## src/include/vis_opf_codes.svh

```systemverilog
`ifndef VIS_OPF_CODES_SVH
`define VIS_OPF_CODES_SVH

// Operation class encodings of opf[8:0]
// A ? bit is free inside the class and matched as a wildcard
localparam logic [8:0] OPF_ADD       = 9'b0_0101_0???;
localparam logic [8:0] OPF_FALIGN    = 9'b0_0100_1000;
localparam logic [8:0] OPF_LOGIC     = 9'b0_011?_????;
localparam logic [8:0] OPF_SIAM      = 9'b0_1000_0001;
// Bit 1 is the little-endian flavour
localparam logic [8:0] OPF_ALIGNADDR = 9'b0_0001_10?0;

// Logical functions, taken from opf[4:1]
localparam logic [3:0] LF_ZERO    = 4'h0;
localparam logic [3:0] LF_NOR     = 4'h1;
localparam logic [3:0] LF_ANDNOT2 = 4'h2;
localparam logic [3:0] LF_NOT2    = 4'h3;
localparam logic [3:0] LF_ANDNOT1 = 4'h4;
localparam logic [3:0] LF_NOT1    = 4'h5;
localparam logic [3:0] LF_XOR     = 4'h6;
localparam logic [3:0] LF_NAND    = 4'h7;
localparam logic [3:0] LF_AND     = 4'h8;
localparam logic [3:0] LF_XNOR    = 4'h9;
localparam logic [3:0] LF_SRC1    = 4'ha;
localparam logic [3:0] LF_ORNOT2  = 4'hb;
localparam logic [3:0] LF_SRC2    = 4'hc;
localparam logic [3:0] LF_ORNOT1  = 4'hd;
localparam logic [3:0] LF_OR      = 4'he;
localparam logic [3:0] LF_ONE     = 4'hf;

`endif

```

## src/hdl/vis_ctl_pkg.sv

```systemverilog
package vis_ctl_pkg;

`include "vis_opf_codes.svh"

   localparam int OPF_W           = 9;
   localparam int NUM_THREADS_DEF = 4;
   localparam int TID_W           = $clog2(NUM_THREADS_DEF);
   localparam int SRADDR_W        = 7;
   localparam int REG_W           = 5;

   // State-register address of the GSR
   localparam logic [SRADDR_W-1:0] GSR_SRADDR = 7'd19;

   // Bit 2 selects the GSR mode, bits 1:0 hold it
   typedef logic [2:0] gsr_rnd_t;
   typedef logic [2:0] gsr_align_t;
   typedef logic [1:0] fsr_rnd_t;

   typedef enum logic [2:0] {
      VIS_NONE      = 3'd0,
      VIS_ADD       = 3'd1,
      VIS_FALIGN    = 3'd2,
      VIS_LOGIC     = 3'd3,
      VIS_SIAM      = 3'd4,
      VIS_ALIGNADDR = 3'd5
   } vis_class_t;

   typedef enum logic [3:0] {
      FN_ZERO    = LF_ZERO,
      FN_NOR     = LF_NOR,
      FN_ANDNOT2 = LF_ANDNOT2,
      FN_NOT2    = LF_NOT2,
      FN_ANDNOT1 = LF_ANDNOT1,
      FN_NOT1    = LF_NOT1,
      FN_XOR     = LF_XOR,
      FN_NAND    = LF_NAND,
      FN_AND     = LF_AND,
      FN_XNOR    = LF_XNOR,
      FN_SRC1    = LF_SRC1,
      FN_ORNOT2  = LF_ORNOT2,
      FN_SRC2    = LF_SRC2,
      FN_ORNOT1  = LF_ORNOT1,
      FN_OR      = LF_OR,
      FN_ONE     = LF_ONE
   } logic_func_t;

endpackage

```

## src/hdl/gsr_write_if.sv

```systemverilog
interface gsr_write_if #(
   parameter int NUM_THREADS = vis_ctl_pkg::NUM_THREADS_DEF
);
   import vis_ctl_pkg::*;

   localparam int TW = $clog2(NUM_THREADS);

   // WSR path, with the M-stage data delayed to W2
   logic             wsr_we;
   logic [TW-1:0]    wsr_tid;
   gsr_rnd_t         wsr_rnd;
   gsr_align_t       wsr_align;

   // siam and alignaddr path from the media pipeline
   logic             siam_we;
   logic             alignaddr_we;
   logic             little;
   logic [TW-1:0]    op_tid;
   gsr_rnd_t         siam_rnd;

   modport wsr  (output wsr_we, wsr_tid, wsr_rnd, wsr_align);
   modport vis  (output siam_we, alignaddr_we, little, op_tid, siam_rnd);
   modport file (input  wsr_we, wsr_tid, wsr_rnd, wsr_align,
                 input  siam_we, alignaddr_we, little, op_tid, siam_rnd);

endinterface

```

## src/hdl/vis_opf_decode.sv

```systemverilog
module vis_opf_decode (
   input  logic                            clk,
   input  logic                            arst_n,
   input  logic [vis_ctl_pkg::OPF_W-1:0]   opf,
   input  logic                            visop_e,
   input  logic [vis_ctl_pkg::REG_W-1:0]   frs1_e,
   input  logic [vis_ctl_pkg::REG_W-1:0]   frs2_e,
   input  logic [vis_ctl_pkg::REG_W-1:0]   frd_e,
   output vis_ctl_pkg::vis_class_t         op_class,
   output logic                            little,
   output vis_ctl_pkg::logic_func_t        logic_func,
   output logic                            illegal_vis_e,
   output logic                            vis_nofrf_e,
   output logic                            sel_add,
   output logic                            sel_align,
   output logic                            sel_log,
   output logic                            add_cin,
   output logic                            add32,
   output logic                            add_subtract
);
   import vis_ctl_pkg::*;

   logic is_siam;
   logic is_logic;
   logic rs1_unused;
   logic rs2_unused;
   logic bad_siam;

   always_comb begin
      if (opf ==? OPF_ADD)             op_class = VIS_ADD;
      else if (opf ==? OPF_FALIGN)     op_class = VIS_FALIGN;
      else if (opf ==? OPF_LOGIC)      op_class = VIS_LOGIC;
      else if (opf ==? OPF_SIAM)       op_class = VIS_SIAM;
      else if (opf ==? OPF_ALIGNADDR)  op_class = VIS_ALIGNADDR;
      else                             op_class = VIS_NONE;
   end

   assign little     = opf[1];
   assign logic_func = logic_func_t'(opf[4:1]);
   assign is_siam    = (op_class == VIS_SIAM);
   assign is_logic   = (op_class == VIS_LOGIC);

   // Register fields that the function never reads must be zero
   assign rs1_unused = is_siam |
                       is_logic & (logic_func inside {FN_ZERO, FN_ONE, FN_SRC2, FN_NOT2});
   assign rs2_unused = is_logic & (logic_func inside {FN_ZERO, FN_ONE, FN_SRC1, FN_NOT1});
   assign bad_siam   = is_siam & ((frd_e != '0) | frs2_e[4] | frs2_e[3]);

   assign illegal_vis_e = visop_e & ((op_class == VIS_NONE) |
                                     rs1_unused & (frs1_e != '0) |
                                     rs2_unused & (frs2_e != '0) |
                                     bad_siam);

   // No register file access at all
   assign vis_nofrf_e = visop_e & (is_siam | (op_class == VIS_ALIGNADDR) |
                                   is_logic & (logic_func inside {FN_ZERO, FN_ONE}));

   // Result mux and adder controls
   assign sel_add   = (op_class == VIS_ADD);
   assign sel_align = (op_class == VIS_FALIGN);
   assign sel_log   = ~(sel_add | sel_align);
   assign add_cin   = opf[2];
   assign add32     = opf[1];

   // Subtract has a heavy fanout, so it gets a flop of its own
   always_ff @(posedge clk or negedge arst_n) begin
      if (!arst_n) add_subtract <= 1'b0;
      else         add_subtract <= opf[2];
   end

endmodule

```

## src/hdl/vis_logic_ctl.sv

```systemverilog
module vis_logic_ctl (
   input  logic                      clk,
   input  logic                      arst_n,
   input  vis_ctl_pkg::logic_func_t  logic_func,
   output logic                      log_sel_pass,
   output logic                      log_sel_nand,
   output logic                      log_sel_nor,
   output logic                      log_sel_xor,
   output logic                      log_invert_rs1,
   output logic                      log_invert_rs2,
   output logic                      log_constant,
   output logic                      log_pass_const,
   output logic                      log_pass_rs1,
   output logic                      log_pass_rs2
);
   import vis_ctl_pkg::*;

   logic pass_rs1_q;
   logic pass_rs2_q;

   ////////////////////////////////////////////////////////////
   // Function to mux select and operand inversion
   ////////////////////////////////////////////////////////////
   always_ff @(posedge clk or negedge arst_n) begin
      if (!arst_n) begin
         log_sel_pass   <= 1'b0;
         log_sel_nand   <= 1'b0;
         log_sel_nor    <= 1'b0;
         log_sel_xor    <= 1'b0;
         log_invert_rs1 <= 1'b0;
         log_invert_rs2 <= 1'b0;
         log_constant   <= 1'b0;
         pass_rs1_q     <= 1'b0;
         pass_rs2_q     <= 1'b0;
      end else begin
         log_sel_pass   <= logic_func inside {FN_ZERO, FN_ONE, FN_SRC1, FN_SRC2,
                                              FN_NOT1, FN_NOT2};
         log_sel_nand   <= logic_func inside {FN_OR, FN_NAND, FN_ORNOT1, FN_ORNOT2};
         log_sel_nor    <= logic_func inside {FN_AND, FN_NOR, FN_ANDNOT1, FN_ANDNOT2};
         log_sel_xor    <= logic_func inside {FN_XOR, FN_XNOR};
         // De Morgan forms reuse the nand and nor gates
         log_invert_rs1 <= logic_func inside {FN_NOT1, FN_OR, FN_AND, FN_ORNOT2,
                                              FN_ANDNOT2};
         log_invert_rs2 <= logic_func inside {FN_NOT2, FN_OR, FN_AND, FN_ORNOT1,
                                              FN_ANDNOT1, FN_XNOR};
         log_constant   <= (logic_func == FN_ONE);
         pass_rs1_q     <= logic_func inside {FN_SRC1, FN_NOT1};
         pass_rs2_q     <= logic_func inside {FN_SRC2, FN_NOT2};
      end
   end

   // rs1 has priority on the pass path
   assign log_pass_rs1   = pass_rs1_q;
   assign log_pass_rs2   = pass_rs2_q & ~pass_rs1_q;
   assign log_pass_const = ~(log_pass_rs1 | log_pass_rs2);

endmodule

```

## src/hdl/vis_pipe_track.sv

```systemverilog
module vis_pipe_track (
   input  logic                            clk,
   input  logic                            arst_n,
   input  logic                            visop_e,
   input  vis_ctl_pkg::vis_class_t         op_class,
   input  logic                            little,
   input  logic [vis_ctl_pkg::TID_W-1:0]   tid_e,
   input  vis_ctl_pkg::gsr_rnd_t           rnd_e,
   input  logic                            kill_w,
   input  logic                            flush_w2,
   gsr_write_if.vis                        gw,
   output logic                            visop_m,
   output logic                            visop_w_vld,
   output logic                            vis_result,
   output logic                            vis_wen_next
);
   import vis_ctl_pkg::*;

   // Payload that travels with each operation
   typedef struct packed {
      vis_class_t        cls;
      logic [TID_W-1:0]  tid;
      logic              little;
      gsr_rnd_t          rnd;
   } op_t;

   op_t        op_m;
   op_t        op_w;
   op_t        op_w2;
   vis_class_t cls_w3;
   logic       visop_w;
   logic       visop_w2;
   logic       visop_w2_vld;
   logic       visop_w3;

   ////////////////////////////////////////////////////////////
   // Valid bits, E to W3
   ////////////////////////////////////////////////////////////
   always_ff @(posedge clk or negedge arst_n) begin
      if (!arst_n) begin
         visop_m  <= 1'b0;
         visop_w  <= 1'b0;
         visop_w2 <= 1'b0;
         visop_w3 <= 1'b0;
      end else begin
         visop_m  <= visop_e;
         visop_w  <= visop_m;
         visop_w2 <= visop_w_vld;
         visop_w3 <= visop_w2_vld;
      end
   end

   always_ff @(posedge clk) begin
      op_m   <= '{cls: op_class, tid: tid_e, little: little, rnd: rnd_e};
      op_w   <= op_m;
      op_w2  <= op_w;
      cls_w3 <= op_w2.cls;
   end

   // Traps and replays are folded into kill_w upstream
   assign visop_w_vld  = visop_w & ~kill_w;
   assign visop_w2_vld = visop_w2 & ~flush_w2;

   // GSR updates leave at W2
   assign gw.siam_we      = visop_w2_vld & (op_w2.cls == VIS_SIAM);
   assign gw.alignaddr_we = visop_w2_vld & (op_w2.cls == VIS_ALIGNADDR);
   assign gw.little       = op_w2.little;
   assign gw.op_tid       = op_w2.tid;
   assign gw.siam_rnd     = op_w2.rnd;

   assign vis_result   = visop_w3;
   assign vis_wen_next = visop_w3 & ~(cls_w3 inside {VIS_SIAM, VIS_ALIGNADDR});

endmodule

```

## src/hdl/gsr_wsr_pipe.sv

```systemverilog
module gsr_wsr_pipe (
   input  logic                              clk,
   input  logic                              arst_n,
   input  logic [vis_ctl_pkg::SRADDR_W-1:0]  sraddr_d,
   input  logic                              wsr_inst_e,
   input  logic                              inst_vld_w,
   input  logic                              flush_w2,
   input  logic [vis_ctl_pkg::TID_W-1:0]     tid_e,
   input  vis_ctl_pkg::gsr_align_t           gsr_align_m,
   input  vis_ctl_pkg::gsr_rnd_t             gsr_rnd_m,
   gsr_write_if.wsr                          gw
);
   import vis_ctl_pkg::*;

   logic             gsr_addr_e;
   logic             wgsr_m;
   logic             wgsr_w;
   logic             wgsr_w2;
   logic [TID_W-1:0] tid_m;
   logic [TID_W-1:0] tid_w;
   logic [TID_W-1:0] tid_w2;
   gsr_align_t       align_w;
   gsr_align_t       align_w2;
   gsr_rnd_t         rnd_w;
   gsr_rnd_t         rnd_w2;

   // Address is decoded a cycle ahead of E
   always_ff @(posedge clk or negedge arst_n) begin
      if (!arst_n) begin
         gsr_addr_e <= 1'b0;
         wgsr_m     <= 1'b0;
         wgsr_w     <= 1'b0;
         wgsr_w2    <= 1'b0;
      end else begin
         gsr_addr_e <= (sraddr_d == GSR_SRADDR);
         wgsr_m     <= wsr_inst_e & gsr_addr_e;
         wgsr_w     <= wgsr_m;
         wgsr_w2    <= wgsr_w & inst_vld_w;
      end
   end

   always_ff @(posedge clk) begin
      tid_m    <= tid_e;
      tid_w    <= tid_m;
      tid_w2   <= tid_w;
      align_w  <= gsr_align_m;
      align_w2 <= align_w;
      rnd_w    <= gsr_rnd_m;
      rnd_w2   <= rnd_w;
   end

   assign gw.wsr_we    = wgsr_w2 & ~flush_w2;
   assign gw.wsr_tid   = tid_w2;
   assign gw.wsr_align = align_w2;
   assign gw.wsr_rnd   = rnd_w2;

endmodule

```

## src/hdl/gsr_thread_file.sv

```systemverilog
module gsr_thread_file #(
   parameter int NUM_THREADS = vis_ctl_pkg::NUM_THREADS_DEF
) (
   input  logic                            clk,
   input  logic                            arst_n,
   input  logic [$clog2(NUM_THREADS)-1:0]  tid,
   input  logic [$clog2(NUM_THREADS)-1:0]  tid_e,
   input  vis_ctl_pkg::fsr_rnd_t           fsr_rnd,
   gsr_write_if.file                       gw,
   output vis_ctl_pkg::fsr_rnd_t           fpu_rnd,
   output logic                            align0,
   output logic                            align2,
   output logic                            align4,
   output logic                            align6,
   output logic                            align_odd,
   output vis_ctl_pkg::gsr_rnd_t           rsr_rnd_m,
   output vis_ctl_pkg::gsr_align_t         rsr_align_m
);
   import vis_ctl_pkg::*;

   gsr_rnd_t   rnd_q   [NUM_THREADS];
   gsr_align_t align_q [NUM_THREADS];
   gsr_align_t addr_align;
   gsr_align_t align_d1;

   // Little-endian alignaddr stores the negated offset
   assign addr_align = gw.little ? gsr_align_t'(3'd0 - gw.wsr_align) : gw.wsr_align;

   ////////////////////////////////////////////////////////////
   // Per-thread state, WSR beats siam and alignaddr
   ////////////////////////////////////////////////////////////
   always_ff @(posedge clk or negedge arst_n) begin
      if (!arst_n) begin
         for (int t = 0; t < NUM_THREADS; t++) begin
            rnd_q[t]   <= '0;
            align_q[t] <= '0;
         end
      end else begin
         for (int t = 0; t < NUM_THREADS; t++) begin
            if (gw.wsr_we && gw.wsr_tid == t) begin
               rnd_q[t]   <= gw.wsr_rnd;
               align_q[t] <= gw.wsr_align;
            end else begin
               if (gw.siam_we && gw.op_tid == t)      rnd_q[t]   <= gw.siam_rnd;
               if (gw.alignaddr_we && gw.op_tid == t) align_q[t] <= addr_align;
            end
         end
      end
   end

   // Readout for the fp thread and for rd at M
   always_ff @(posedge clk or negedge arst_n) begin
      if (!arst_n) begin
         fpu_rnd     <= '0;
         align_d1    <= '0;
         rsr_rnd_m   <= '0;
         rsr_align_m <= '0;
      end else begin
         fpu_rnd     <= rnd_q[tid][2] ? rnd_q[tid][1:0] : fsr_rnd;
         align_d1    <= align_q[tid];
         rsr_rnd_m   <= rnd_q[tid_e];
         rsr_align_m <= align_q[tid_e];
      end
   end

   // falign shifter steps of two bytes plus an odd byte
   assign align0    = (align_d1[2:1] == 2'd0);
   assign align2    = (align_d1[2:1] == 2'd1);
   assign align4    = (align_d1[2:1] == 2'd2);
   assign align6    = (align_d1[2:1] == 2'd3);
   assign align_odd = align_d1[0];

endmodule

```

## src/hdl/vis_ctl_top.sv

```systemverilog
module vis_ctl_top #(
   parameter int NUM_THREADS = vis_ctl_pkg::NUM_THREADS_DEF
) (
   input  logic                              clk,
   input  logic                              arst_n,
   input  logic [vis_ctl_pkg::OPF_W-1:0]     opf,
   input  logic                              visop_e,
   input  logic [vis_ctl_pkg::REG_W-1:0]     frs1_e,
   input  logic [vis_ctl_pkg::REG_W-1:0]     frs2_e,
   input  logic [vis_ctl_pkg::REG_W-1:0]     frd_e,
   input  logic [vis_ctl_pkg::TID_W-1:0]     tid_e,
   input  logic [vis_ctl_pkg::TID_W-1:0]     tid,
   input  vis_ctl_pkg::gsr_rnd_t             rnd_e,
   input  logic                              kill_w,
   input  logic                              flush_w2,
   input  logic [vis_ctl_pkg::SRADDR_W-1:0]  sraddr_d,
   input  logic                              wsr_inst_e,
   input  logic                              inst_vld_w,
   input  vis_ctl_pkg::gsr_align_t           gsr_align_m,
   input  vis_ctl_pkg::gsr_rnd_t             gsr_rnd_m,
   input  vis_ctl_pkg::fsr_rnd_t             fsr_rnd,
   output logic                              illegal_vis_e,
   output logic                              vis_nofrf_e,
   output logic                              sel_add,
   output logic                              sel_align,
   output logic                              sel_log,
   output logic                              add_cin,
   output logic                              add32,
   output logic                              add_subtract,
   output logic                              log_sel_pass,
   output logic                              log_sel_nand,
   output logic                              log_sel_nor,
   output logic                              log_sel_xor,
   output logic                              log_invert_rs1,
   output logic                              log_invert_rs2,
   output logic                              log_constant,
   output logic                              log_pass_const,
   output logic                              log_pass_rs1,
   output logic                              log_pass_rs2,
   output logic                              visop_m,
   output logic                              visop_w_vld,
   output logic                              vis_result,
   output logic                              vis_wen_next,
   output vis_ctl_pkg::fsr_rnd_t             fpu_rnd,
   output logic                              align0,
   output logic                              align2,
   output logic                              align4,
   output logic                              align6,
   output logic                              align_odd,
   output vis_ctl_pkg::gsr_rnd_t             rsr_rnd_m,
   output vis_ctl_pkg::gsr_align_t           rsr_align_m
);
   import vis_ctl_pkg::*;

   vis_class_t  op_class;
   logic        little;
   logic_func_t logic_func;

   gsr_write_if #(.NUM_THREADS(NUM_THREADS)) gsr_if ();

   vis_opf_decode u_decode (
      .clk, .arst_n, .opf, .visop_e, .frs1_e, .frs2_e, .frd_e,
      .op_class, .little, .logic_func, .illegal_vis_e, .vis_nofrf_e,
      .sel_add, .sel_align, .sel_log, .add_cin, .add32, .add_subtract
   );

   vis_logic_ctl u_logic (
      .clk, .arst_n, .logic_func,
      .log_sel_pass, .log_sel_nand, .log_sel_nor, .log_sel_xor,
      .log_invert_rs1, .log_invert_rs2, .log_constant,
      .log_pass_const, .log_pass_rs1, .log_pass_rs2
   );

   vis_pipe_track u_pipe (
      .clk, .arst_n, .visop_e, .op_class, .little, .tid_e, .rnd_e,
      .kill_w, .flush_w2, .gw(gsr_if.vis),
      .visop_m, .visop_w_vld, .vis_result, .vis_wen_next
   );

   gsr_wsr_pipe u_wsr (
      .clk, .arst_n, .sraddr_d, .wsr_inst_e, .inst_vld_w, .flush_w2,
      .tid_e, .gsr_align_m, .gsr_rnd_m, .gw(gsr_if.wsr)
   );

   gsr_thread_file #(.NUM_THREADS(NUM_THREADS)) u_gsr (
      .clk, .arst_n, .tid, .tid_e, .fsr_rnd, .gw(gsr_if.file),
      .fpu_rnd, .align0, .align2, .align4, .align6, .align_odd,
      .rsr_rnd_m, .rsr_align_m
   );

endmodule

```

## config.mk

```make
export PLATFORM = sky130hd
export DESIGN_NAME = vis_ctl_top
export DESIGN_NICKNAME = d
export VERILOG_FILES = /design/src/hdl/vis_ctl_pkg.sv /design/src/hdl/gsr_write_if.sv /design/src/hdl/vis_opf_decode.sv /design/src/hdl/vis_logic_ctl.sv /design/src/hdl/vis_pipe_track.sv /design/src/hdl/gsr_wsr_pipe.sv /design/src/hdl/gsr_thread_file.sv /design/src/hdl/vis_ctl_top.sv
export VERILOG_INCLUDE_DIRS = /design/src /design/src/include
export SDC_FILE = /design/constraint.sdc
export NUM_CORES = 1
export LEC_CHECK = 0
export BUFFER_PORTS_ARGS = -buffer_cell sky130_fd_sc_hd__buf_2
export CORE_UTILIZATION = 53
export DETAILED_ROUTE_END_ITERATION = 10
export PLACE_DENSITY = 0.9
export SYNTH_ARGS = -nofsm -noshare
export SYNTH_HDL_FRONTEND = slang
export SYNTH_SLANG_ARGS = --single-unit
export TNS_END_PERCENT = 30
```

## constraint.sdc

```tcl
create_clock -name clk -period 2.2 [get_ports clk]
set_input_delay 0.22 -clock clk [delete_from_list [all_inputs] [get_ports clk]]
set_output_delay 0.22 -clock clk [all_outputs]
set_load 0.05 [all_outputs]
```

Word-level counts from Yosys, hierarchy flattened --
Index checks and enable logic that the tools add are counted.
Word-level totals: register bits after elaboration 95, input bits 53, output and inout port bits 35, word-level logic and storage cells 195
Cells by class: add/sub/neg operators 1, $lt $le $gt $ge 2, eq/ne operators 36, mux-type cells 35, bitwise gates (word level) 35, reductions and logical operators 39
Operator list (number):
- two-way mux 3 bit | 30
- equality test 4 bit (second input constant) | 8
- nonzero test 2 bit | 13
- binary-select mux 3 bit (select 2 bit) | 4
- nonzero test 5 bit | 4
- equality test 3 bit (second input constant) | 6
- bitwise AND 1 bit | 17
- equality test 4 x 3 -> 1 bit (second input constant) | 4
- nonzero test 4 bit | 4
- equality test 4 x 2 -> 1 bit (second input constant) | 3
- logical AND 1 bit | 12
- nonzero test 6 bit | 2
- OR 1 bit | 10
- equality test 9 x 7 -> 1 bit (second input constant) | 1
- equality test 9 x 8 -> 1 bit (second input constant) | 1
- equality test 2 bit (second input constant) | 4
- equality test 8 x 4 -> 1 bit (second input constant) | 1
- equality test 7 x 5 -> 1 bit (second input constant) | 1
- equality test 3 x 2 -> 1 bit (second input constant) | 2
- equality test 6 x 4 -> 1 bit (second input constant) | 1
- >= comparator 3 bit (second input constant) | 2
- NOT 1 bit | 6
- NOT 2 -> 3 bit | 2
- equality test 2 x 1 -> 1 bit (second input constant) | 2
- 7 further kinds | 8

Logic depth before layout (Yosys ltp) --
Gate-level depths: netlist (run 1).
depth in word-level cells 14, gate-level depth with buffers 6, gate-level depth less buffers 6

Modules after synthesis --
A second synthesis (run 1) with hierarchy kept.
Unflattened totals: cell total of the unflattened synthesis 320, area, all modules 3956.3 um^2
Modules (own cells, without submodules):
- gsr_thread_file | instances 1, cells each 156, area an instance 1851.8 um^2, sequential area each 875.8 um^2
- vis_pipe_track | instances 1, cells each 45, area an instance 779.5 um^2, sequential area each 680.7 um^2
- gsr_wsr_pipe | instances 1, cells each 28, area an instance 504.2 um^2, sequential area each 460.4 um^2
- vis_logic_ctl | instances 1, cells each 41, area an instance 451.7 um^2, sequential area each 225.2 um^2
- vis_opf_decode | instances 1, cells each 50, area an instance 369.1 um^2, sequential area each 25.0 um^2

Worst setup path after synthesis (run 1) --
OpenSTA, ideal clock, no wires.
path type input to output, start input port opf[2] (netlist name), end output port illegal_vis_e, arrival time 2.088 ns, data required time 1.980 ns, path slack -0.108 ns, stages on the path 5, buffers on the path 1, path through clkbuf_1 > or4_1 > nand2b_1 > nand3_2 > o32ai_1
Between the ends: word-level cells in the longest chain between the ends 14, elaborated cells between the ends (all ways) 29, classes of those cells 10 x eq/ne; 5 x mux; 10 x bitwise; 4 x reduce/logical
RTL lines:
- from (decl) | RTL line vis_ctl_top.sv:6 | input logic [vis_ctl_pkg::OPF_W-1:0] opf,
- equality test 8 x 4 -> 1 bit | RTL line vis_opf_decode.sv:34 | else if (opf ==? OPF_ALIGNADDR) op_class = VIS_ALIGNADDR;
- two-way mux 3 bit | RTL line vis_opf_decode.sv:34
- two-way mux 3 bit | RTL line vis_opf_decode.sv:33 | else if (opf ==? OPF_SIAM) op_class = VIS_SIAM;
- two-way mux 3 bit | RTL line vis_opf_decode.sv:32 | else if (opf ==? OPF_LOGIC) op_class = VIS_LOGIC;
- two-way mux 3 bit | RTL line vis_opf_decode.sv:31 | else if (opf ==? OPF_FALIGN) op_class = VIS_FALIGN;
- two-way mux 3 bit | RTL line vis_opf_decode.sv:30 | if (opf ==? OPF_ADD) op_class = VIS_ADD;
- equality test 3 x 2 -> 1 bit | RTL line vis_opf_decode.sv:41 | assign is_logic = (op_class == VIS_LOGIC);
- bitwise AND 1 bit | RTL line vis_opf_decode.sv:45 | is_logic & (logic_func inside {FN_ZERO, FN_ONE, FN_SRC2, FN_NOT2});
- OR 1 bit | RTL line vis_opf_decode.sv:44 | assign rs1_unused = is_siam |
- bitwise AND 1 bit | RTL line vis_opf_decode.sv:50 | rs1_unused & (frs1_e != '0) |
- OR 1 bit | RTL line vis_opf_decode.sv:49 | assign illegal_vis_e = visop_e & ((op_class == VIS_NONE) |
- OR 1 bit | RTL line vis_opf_decode.sv:50
- OR 1 bit (*) | RTL line vis_opf_decode.sv:51 | rs2_unused & (frs2_e != '0) |
- bitwise AND 1 bit (*) | RTL line vis_opf_decode.sv:49
- to (decl) | RTL line vis_ctl_top.sv:22 | output logic illegal_vis_e,
Every way passes the cells marked *; elsewhere a longest branch is shown, timed or not.

Worst setup path after layout (run 1) --
start input port opf[8] (netlist name), end output port illegal_vis_e
Between the ends: word-level cells in the longest chain between the ends 14, elaborated cells between the ends (all ways) 23, classes of those cells 7 x eq/ne; 5 x mux; 10 x bitwise; 1 x reduce/logical
RTL lines (RTL line):
- equality test 8 x 4 -> 1 bit | vis_opf_decode.sv:34
- two-way mux 3 bit | vis_opf_decode.sv:34
- two-way mux 3 bit | vis_opf_decode.sv:33
- two-way mux 3 bit | vis_opf_decode.sv:32
- two-way mux 3 bit | vis_opf_decode.sv:31
- two-way mux 3 bit (*) | vis_opf_decode.sv:30
- equality test 3 x 2 -> 1 bit | vis_opf_decode.sv:41
- bitwise AND 1 bit | vis_opf_decode.sv:45
- OR 1 bit | vis_opf_decode.sv:44
- bitwise AND 1 bit | vis_opf_decode.sv:50
- OR 1 bit | vis_opf_decode.sv:49
- OR 1 bit | vis_opf_decode.sv:50
- OR 1 bit (*) | vis_opf_decode.sv:51
- bitwise AND 1 bit (*) | vis_opf_decode.sv:49
Marks and branches as above.

==> flow_metrics.tcl, run 1 <==
set metrics [dict create \
    status "finished with violations" \
    violations "design-rule violations" \
    synth-main-ff-cell "dfrtp_1" \
    final_common_cell "buf_2" \
    viasPerCell 5.56 \
    leakage_nw 2.13 \
    cp_top_family "simple AND/OR/NAND/NOR gates" \
    syn_to_final_growth_pct 23.1 \
    netlist_area_mm2 0.00365 \
    min_period_over_period_pct 94.1 \
    syn_inst 287 \
    vias 2611 \
    ys_ff_latch 94 \
    drc 1 \
    path_buf_inv 2 \
    nNetsFinal 442 \
    fmax_ghz 0.483 \
    hold_class "input port to flop" \
    r2r-end "u_gsr.align_q[7]" \
    avgSynthCellArea_um2 12.7 \
    worstHoldPathCells 3 \
    cts_buffers 9 \
    setup_tns_ps 0 \
    rrSetupSlack_ps 430 \
    synth_cell_types 46 \
    cp.required_ps 1980 \
    grt_max_degree 35 \
    final_max_slew_viol_count 0 \
    overflow 0 \
    end_kind "output pin" \
    clk_latency_ps 350 \
    htree_num_levels 3 \
    clock-sinks 94 \
    ant_nets 0 \
    cts_hold_buffers 12 \
    die_w_um 85 \
    ys_seq_area_share_pct 58.8 \
    crit_cells 6 \
    ioPinCount 88 \
    tightest_slew_ps 774 \
    crit_slowest_cell "or4b_1" \
    path_cells "buf_2 > or4b_1 > or4_4 > nand3_2 > o32ai_2 > buf_2" \
    r2r_cells 4 \
    numPortBuffers 87 \
    grt_pass1_wl_um 11700 \
    cts_root_buf "clkbuf_8" \
    clockBufferDepth 2 \
    drive_gt1_share_pct 37.4 \
    syn_nets 341 \
    synth-edff-count 0 \
    peakVddDrop_mv 0.439 \
    drtPass1Iterations 9 \
    wl_per_cell_um 14.9 \
    relSlewSlack_pct 48.4 \
    worstHoldStart "sraddr_d[0]" \
    crit_type "input port to output pin" \
    path_max_fanout 3 \
    routabilityCongestion 0.943 \
    slowest_delay_ps 560 \
    fillers 484 \
    cp.arrival_ps 1850 \
    setup_ws_ps 129 \
    whs_endpoint "u_wsr.gsr_addr_e" \
    p_per_area_mw_per_mm2 747 \
    grt_pass1_vias 2618 \
    diodes 0 \
    start_util_pct 56.2 \
    grt_setup_unrepaired "no" \
    wirelength_um 6990 \
    finalCriticalPeriod_ps 2070 \
    maxCapViolCount 0 \
    yosys_warnings 0 \
    num_rows 29 \
    cts_resized 0 \
    drt-initial-drc-count 115 \
    hold_violations 0 \
    fin_skew_ps 6.14 \
    cts_tree "yes" \
    post-cts-setup-buffers 0 \
    antenna_found_initial 0 \
    path_clk_slew_ps 90 \
    die_h_um 85 \
    setup_viol_count_final 0 \
    fp.coreArea_mm2 0.00649 \
    pre_cts_slack_ps 137 \
    layout_common_cells "buf_2, dfrtp_1, dfxtp_1" \
    grt_use_total_pct 21.1 \
    critPathMostFrequentCell "buf_2" \
    startpoint_type "input port" \
    reg2reg_from "u_wsr.gw.wsr_tid[1]" \
    fp.dieArea_mm2 0.00723 \
    place.detailed.hpwl_um 5190 \
    synthArstFlopShare_pct 56.4 \
]
==> where the power goes <==
part / total [mW] / leakage (nW) / switching, mW / internal [mW]
registers: 1.80 / 1.06 / 0.0310 / 1.77
logic: 0.347 / 0.966 / 0.215 / 0.132
clock network: 1.20 / 0.107 / 0.557 / 0.647
total: 3.36 / 2.13 / 0.803 / 2.55
==> worst max-delay path by stage <==
stage / endpoint / startpoint
2_1_floorplan: sel_log / opf[8]
3_3_place_gp: illegal_vis_e / opf[8]
3_5_place_dp: illegal_vis_e / opf[8]
4_1_cts: illegal_vis_e / opf[8]
5_1_grt: illegal_vis_e / opf[8]
6_report: illegal_vis_e / opf[8]
==> flip-flops by register name, summed over array words and instances (netlist names), 7 cells and up <==
name           cells
u_pipe.op_m        7
u_gsr.rnd_q       12
u_gsr.align_q     12
u_pipe.op_w        7
==> layer usage <==
| metal | track usage (%) | vias to the layer above | routed length, µm |
|---|---|---|---|
| met5 | 0 | - | 0 |
| met3 | 7.88 | 18 | 528 |
| met2 | 38.0 | 113 | 3660 |
| met4 | 8.47 | 0 | 153 |
| li1 | - | 1232 | - |
| met1 | 22.2 | 1248 | 2650 |
==> cells by family (layout without fill, tap and decap cells) <==
family                     Yosys count  count (layout)  share of synthesized area (%)
xor gates and xnor gates             4               4                          0.960
adders and majority gates            1               1                          0.343
AOI/OAI and AO/OA                   41              41                           6.85
and+or+nand+nor                     82              82                           13.3
buffers and inverters               21             127                           2.64
DFF                                 94              94                           58.8
muxes                               44              44                           17.1
==> area by class of cell <==
type,instances,area (µm²),share of cell area [%]
multi-input cells,172,1420,31.5
well taps,77,96.3,2.14
flip-flops and latches,94,2150,47.8
repair buffers,102,581,12.9
clock buffers,10,128,2.84
clock inverters,6,93.8,2.09
inverters,9,33.8,0.752
==> per-stage QoR <==
step,total power [mW],hold WS [ps],util (%),instances,area [µm²]
2_1_floorplan,2.04,-75.6,-,287,3660
3_3_place_gp,2.16,310,63.8,441,4140
3_5_place_dp,2.17,312,63.8,441,4140
4_1_cts,3.39,1.65,69.0,469,4480
5_1_grt,3.51,57.1,69.2,470,4490
6_report,3.36,77.2,69.2,470,4490
==> worst reg2reg max path, delay by kind of cell, from the launching register on <==
kind / cells / cell delay, ps
flops: 1 / 540
mux: 2 / 620
simple gates: 2 / 500
==> synth_stat cells (all sizes together), types with 7 or more instances <==
library cell	number	area, µm²
dfrtp	53	1330
dfxtp	41	821
nand2	21	78.8
mux2	18	203
o21ai	18	90.1
nor2	14	52.6
mux2i	13	130
mux4	13	293
inv	9	33.8
nor2b	9	56.3
buf	8	45.0
a21oi	7	35.0
nand2b	7	43.8
nor3	7	35.0
Power figures use the tool's default switching activity.
==> run 2, diff against run 1 <==
ABC_AREA = 1   (was default)
==> run 2 against run 1 <==
  * The run now ends clean
  * Critical endpoint unchanged
  * Synthesized cell count up 48%
  * Global-route usage is 2.9 points higher
  * Largest power group unchanged
  * Synthesized area rose by 1.1%
  * Total power fell by 0.10%
  * Register-to-register slack better by 370 ps
==> flow_metrics.tcl, run 2 <==
set metrics [dict create \
    antenna_found_initial 0 \
    startpoint "opf[1]" \
    overflow 0 \
    wirelength_um 7910 \
    startpoint_type "input port" \
    synth-main-ff-cell "dfrtp_1" \
    ant_nets 0 \
    synth_area_leader_cell "dfrtp_1" \
    syn_inst 424 \
    setup_ws_ps 486 \
    grt_pass1_wl_um 13500 \
    cts_buffers 9 \
    tightest_slew_ps 664 \
    slowest_delay_ps 280 \
    avgSynthCellArea_um2 8.71 \
    grt_max_degree 54 \
    drc 0 \
    relSlewSlack_pct 55.7 \
    yosysMostFrequentCell "nand2_1" \
    p_per_area_mw_per_mm2 742 \
    reg.largest.list "u_gsr.align_q: 12 flops, u_gsr.rnd_q: 12 flops" \
    num_rows 30 \
    synth_commonest_cells "nand2_1, dfrtp_1, inv_1" \
    place.detailed.hpwl_um 5780 \
    r2r-end "u_gsr.rnd_q[11]" \
    worstHoldPathCells 2 \
    ys_seq_area_share_pct 58.2 \
    crit_type "input port to output pin" \
    setup_viol_count_final 0 \
    grt_setup_unrepaired "no" \
    synthArstFlopShare_pct 56.4 \
    fmax_ghz 0.583 \
    path_clk_slew_ps 80 \
    start_util_pct 54.6 \
    cp_top_family "simple AND/OR/NAND/NOR gates" \
    fp.dieArea_mm2 0.00730 \
    worstHoldStart "sraddr_d[6]" \
    whs_endpoint "u_wsr.gsr_addr_e" \
    cp.required_ps 1980 \
    hold_violations 0 \
    status "finished, final reports clean" \
    path_cells "buf_2 > nor2_1 > nand2_1 > nand2_1 > inv_1 > nand2_1 > nand2_1 > nand2_1 > nand2_1 > a21oi_1 > buf_2" \
    cts_root_buf "clkbuf_8" \
    instances_no_fill 616 \
    final_max_slew_viol_count 0 \
    clock-sinks 94 \
    critPathMostFrequentCell "nand2_1" \
    vias 3212 \
    clockBufferDepth 2 \
    ioPinCount 88 \
    min_period_over_period_pct 77.9 \
    yosysTopAreaCellShare_pct 35.9 \
    synth-edff-count 0 \
    synth_cell_types 31 \
    die_h_um 85.5 \
    syn_nets 478 \
    rrSetupSlack_ps 800 \
    hold_class "input port to flop" \
    layout_common_cells "buf_2, nand2_1, dfrtp_1" \
    setup_tns_ps 0 \
    yosys_warnings 0 \
    drtPass1Iterations 7 \
    cp.arrival_ps 1490 \
    end_kind "output pin" \
    htree_num_levels 3 \
    numPortBuffers 87 \
    syn_to_final_growth_pct 22.3 \
    netlist_area_mm2 0.00369 \
    die_w_um 85.5 \
    synth.area.top_cells "dfrtp_1, dfxtp_1, nand2_1" \
    viasPerCell 5.21 \
    leakage_nw 2.40 \
    fp.coreArea_mm2 0.00676 \
    fin_skew_ps 7.82 \
    clk_latency_ps 360 \
    final_common_cell "buf_2" \
    drt-initial-drc-count 239 \
    routabilityCongestion 0.884 \
    r2r_cells 6 \
    grt_pass1_vias 3218 \
    path_buf_inv 3 \
    ys_ff_latch 94 \
    cts_resized 0 \
    reg2reg_from "u_wsr.wgsr_w2" \
    nNetsFinal 585 \
    diodes 0 \
    drive_gt1_share_pct 24.4 \
    maxCapViolCount 0 \
    grt_use_total_pct 24.0 \
    path_max_fanout 7 \
    cts_tree "yes" \
    wl_per_cell_um 12.8 \
    dp_cells 587 \
    peakVddDrop_mv 0.545 \
    finalCriticalPeriod_ps 1710 \
    pre_cts_slack_ps 536 \
    crit_slowest_cell "buf_2" \
]
run 2: report_power, final:
group	internal, mW	switching (mW)	leakage, nW
clock	0.450	0.595	0.0978
sequential	1.79	0.0375	1.02
combinational	0.141	0.333	1.28
run 2: area by class of cell:
| type | instances | area, µm² |
|---|---|---|
| Clock inverter | 6 | 42.5 |
| Fill cell | 518 | 2240 |
| Tap cell | 80 | 100 |
| Clock buffer | 10 | 138 |
| Multi-Input combinational cell | 266 | 1290 |
| Sequential cell | 94 | 2150 |
| Inverter | 59 | 223 |
| Timing Repair Buffer | 101 | 573 |
run 2: timing repair:
action,in CTS,in global routing
hold buffers,13,0
buffers inserted,0,0
endpoints found under the hold margin,40,0
run 2: worst max-delay path by stage:
stage                          endpoint  depth (start not counted)
after floorplan            vis_wen_next                          1
after global placement    illegal_vis_e                         11
after detailed placement  illegal_vis_e                         11
after CTS                 illegal_vis_e                         11
after global routing      illegal_vis_e                         11
final                     illegal_vis_e                         11
run 2: cell families after synthesis:
kind of cell               Yosys count  share of synthesized area, %
adders and majority gates            1                         0.339
xor gates and xnor gates             1                         0.237
buffers and inverters               64                          6.85
DFF                                 94                          58.2
and+or+nand+nor                    165                          20.1
AOI/OAI and AO/OA                   99                          14.3
run 2: per-layer routing:
metal	part of all wire, %	up-vias	track usage, %	wire length [µm]
li1	-	1576	-	-
met1	39	1441	26.9	3110
met2	50	165	41.2	3980
met3	7.1	30	5.16	560
met4	3.2	0	15.6	257
met5	0	-	0	0
run 2: metrics by stage:
step	power [mW]	hold slack, ps	area [µm²]	utilization, %
2_1_floorplan	2.16	-75.6	3690	-
3_3_place_gp	2.30	310	4200	62.2
3_5_place_dp	2.32	312	4200	62.2
4_1_cts	3.37	0.603	4510	66.8
5_1_grt	3.50	15.5	4510	66.8
6_report	3.35	11.8	4510	66.8
run 2: worst register-to-register path: stages, from the launching register on:
cell     delay [ps]
dfrtp_1         340
inv_1            90
nor2_8          210
nand2_1         260
o21ai_0         240
nand2_1          80
o21ai_1         110
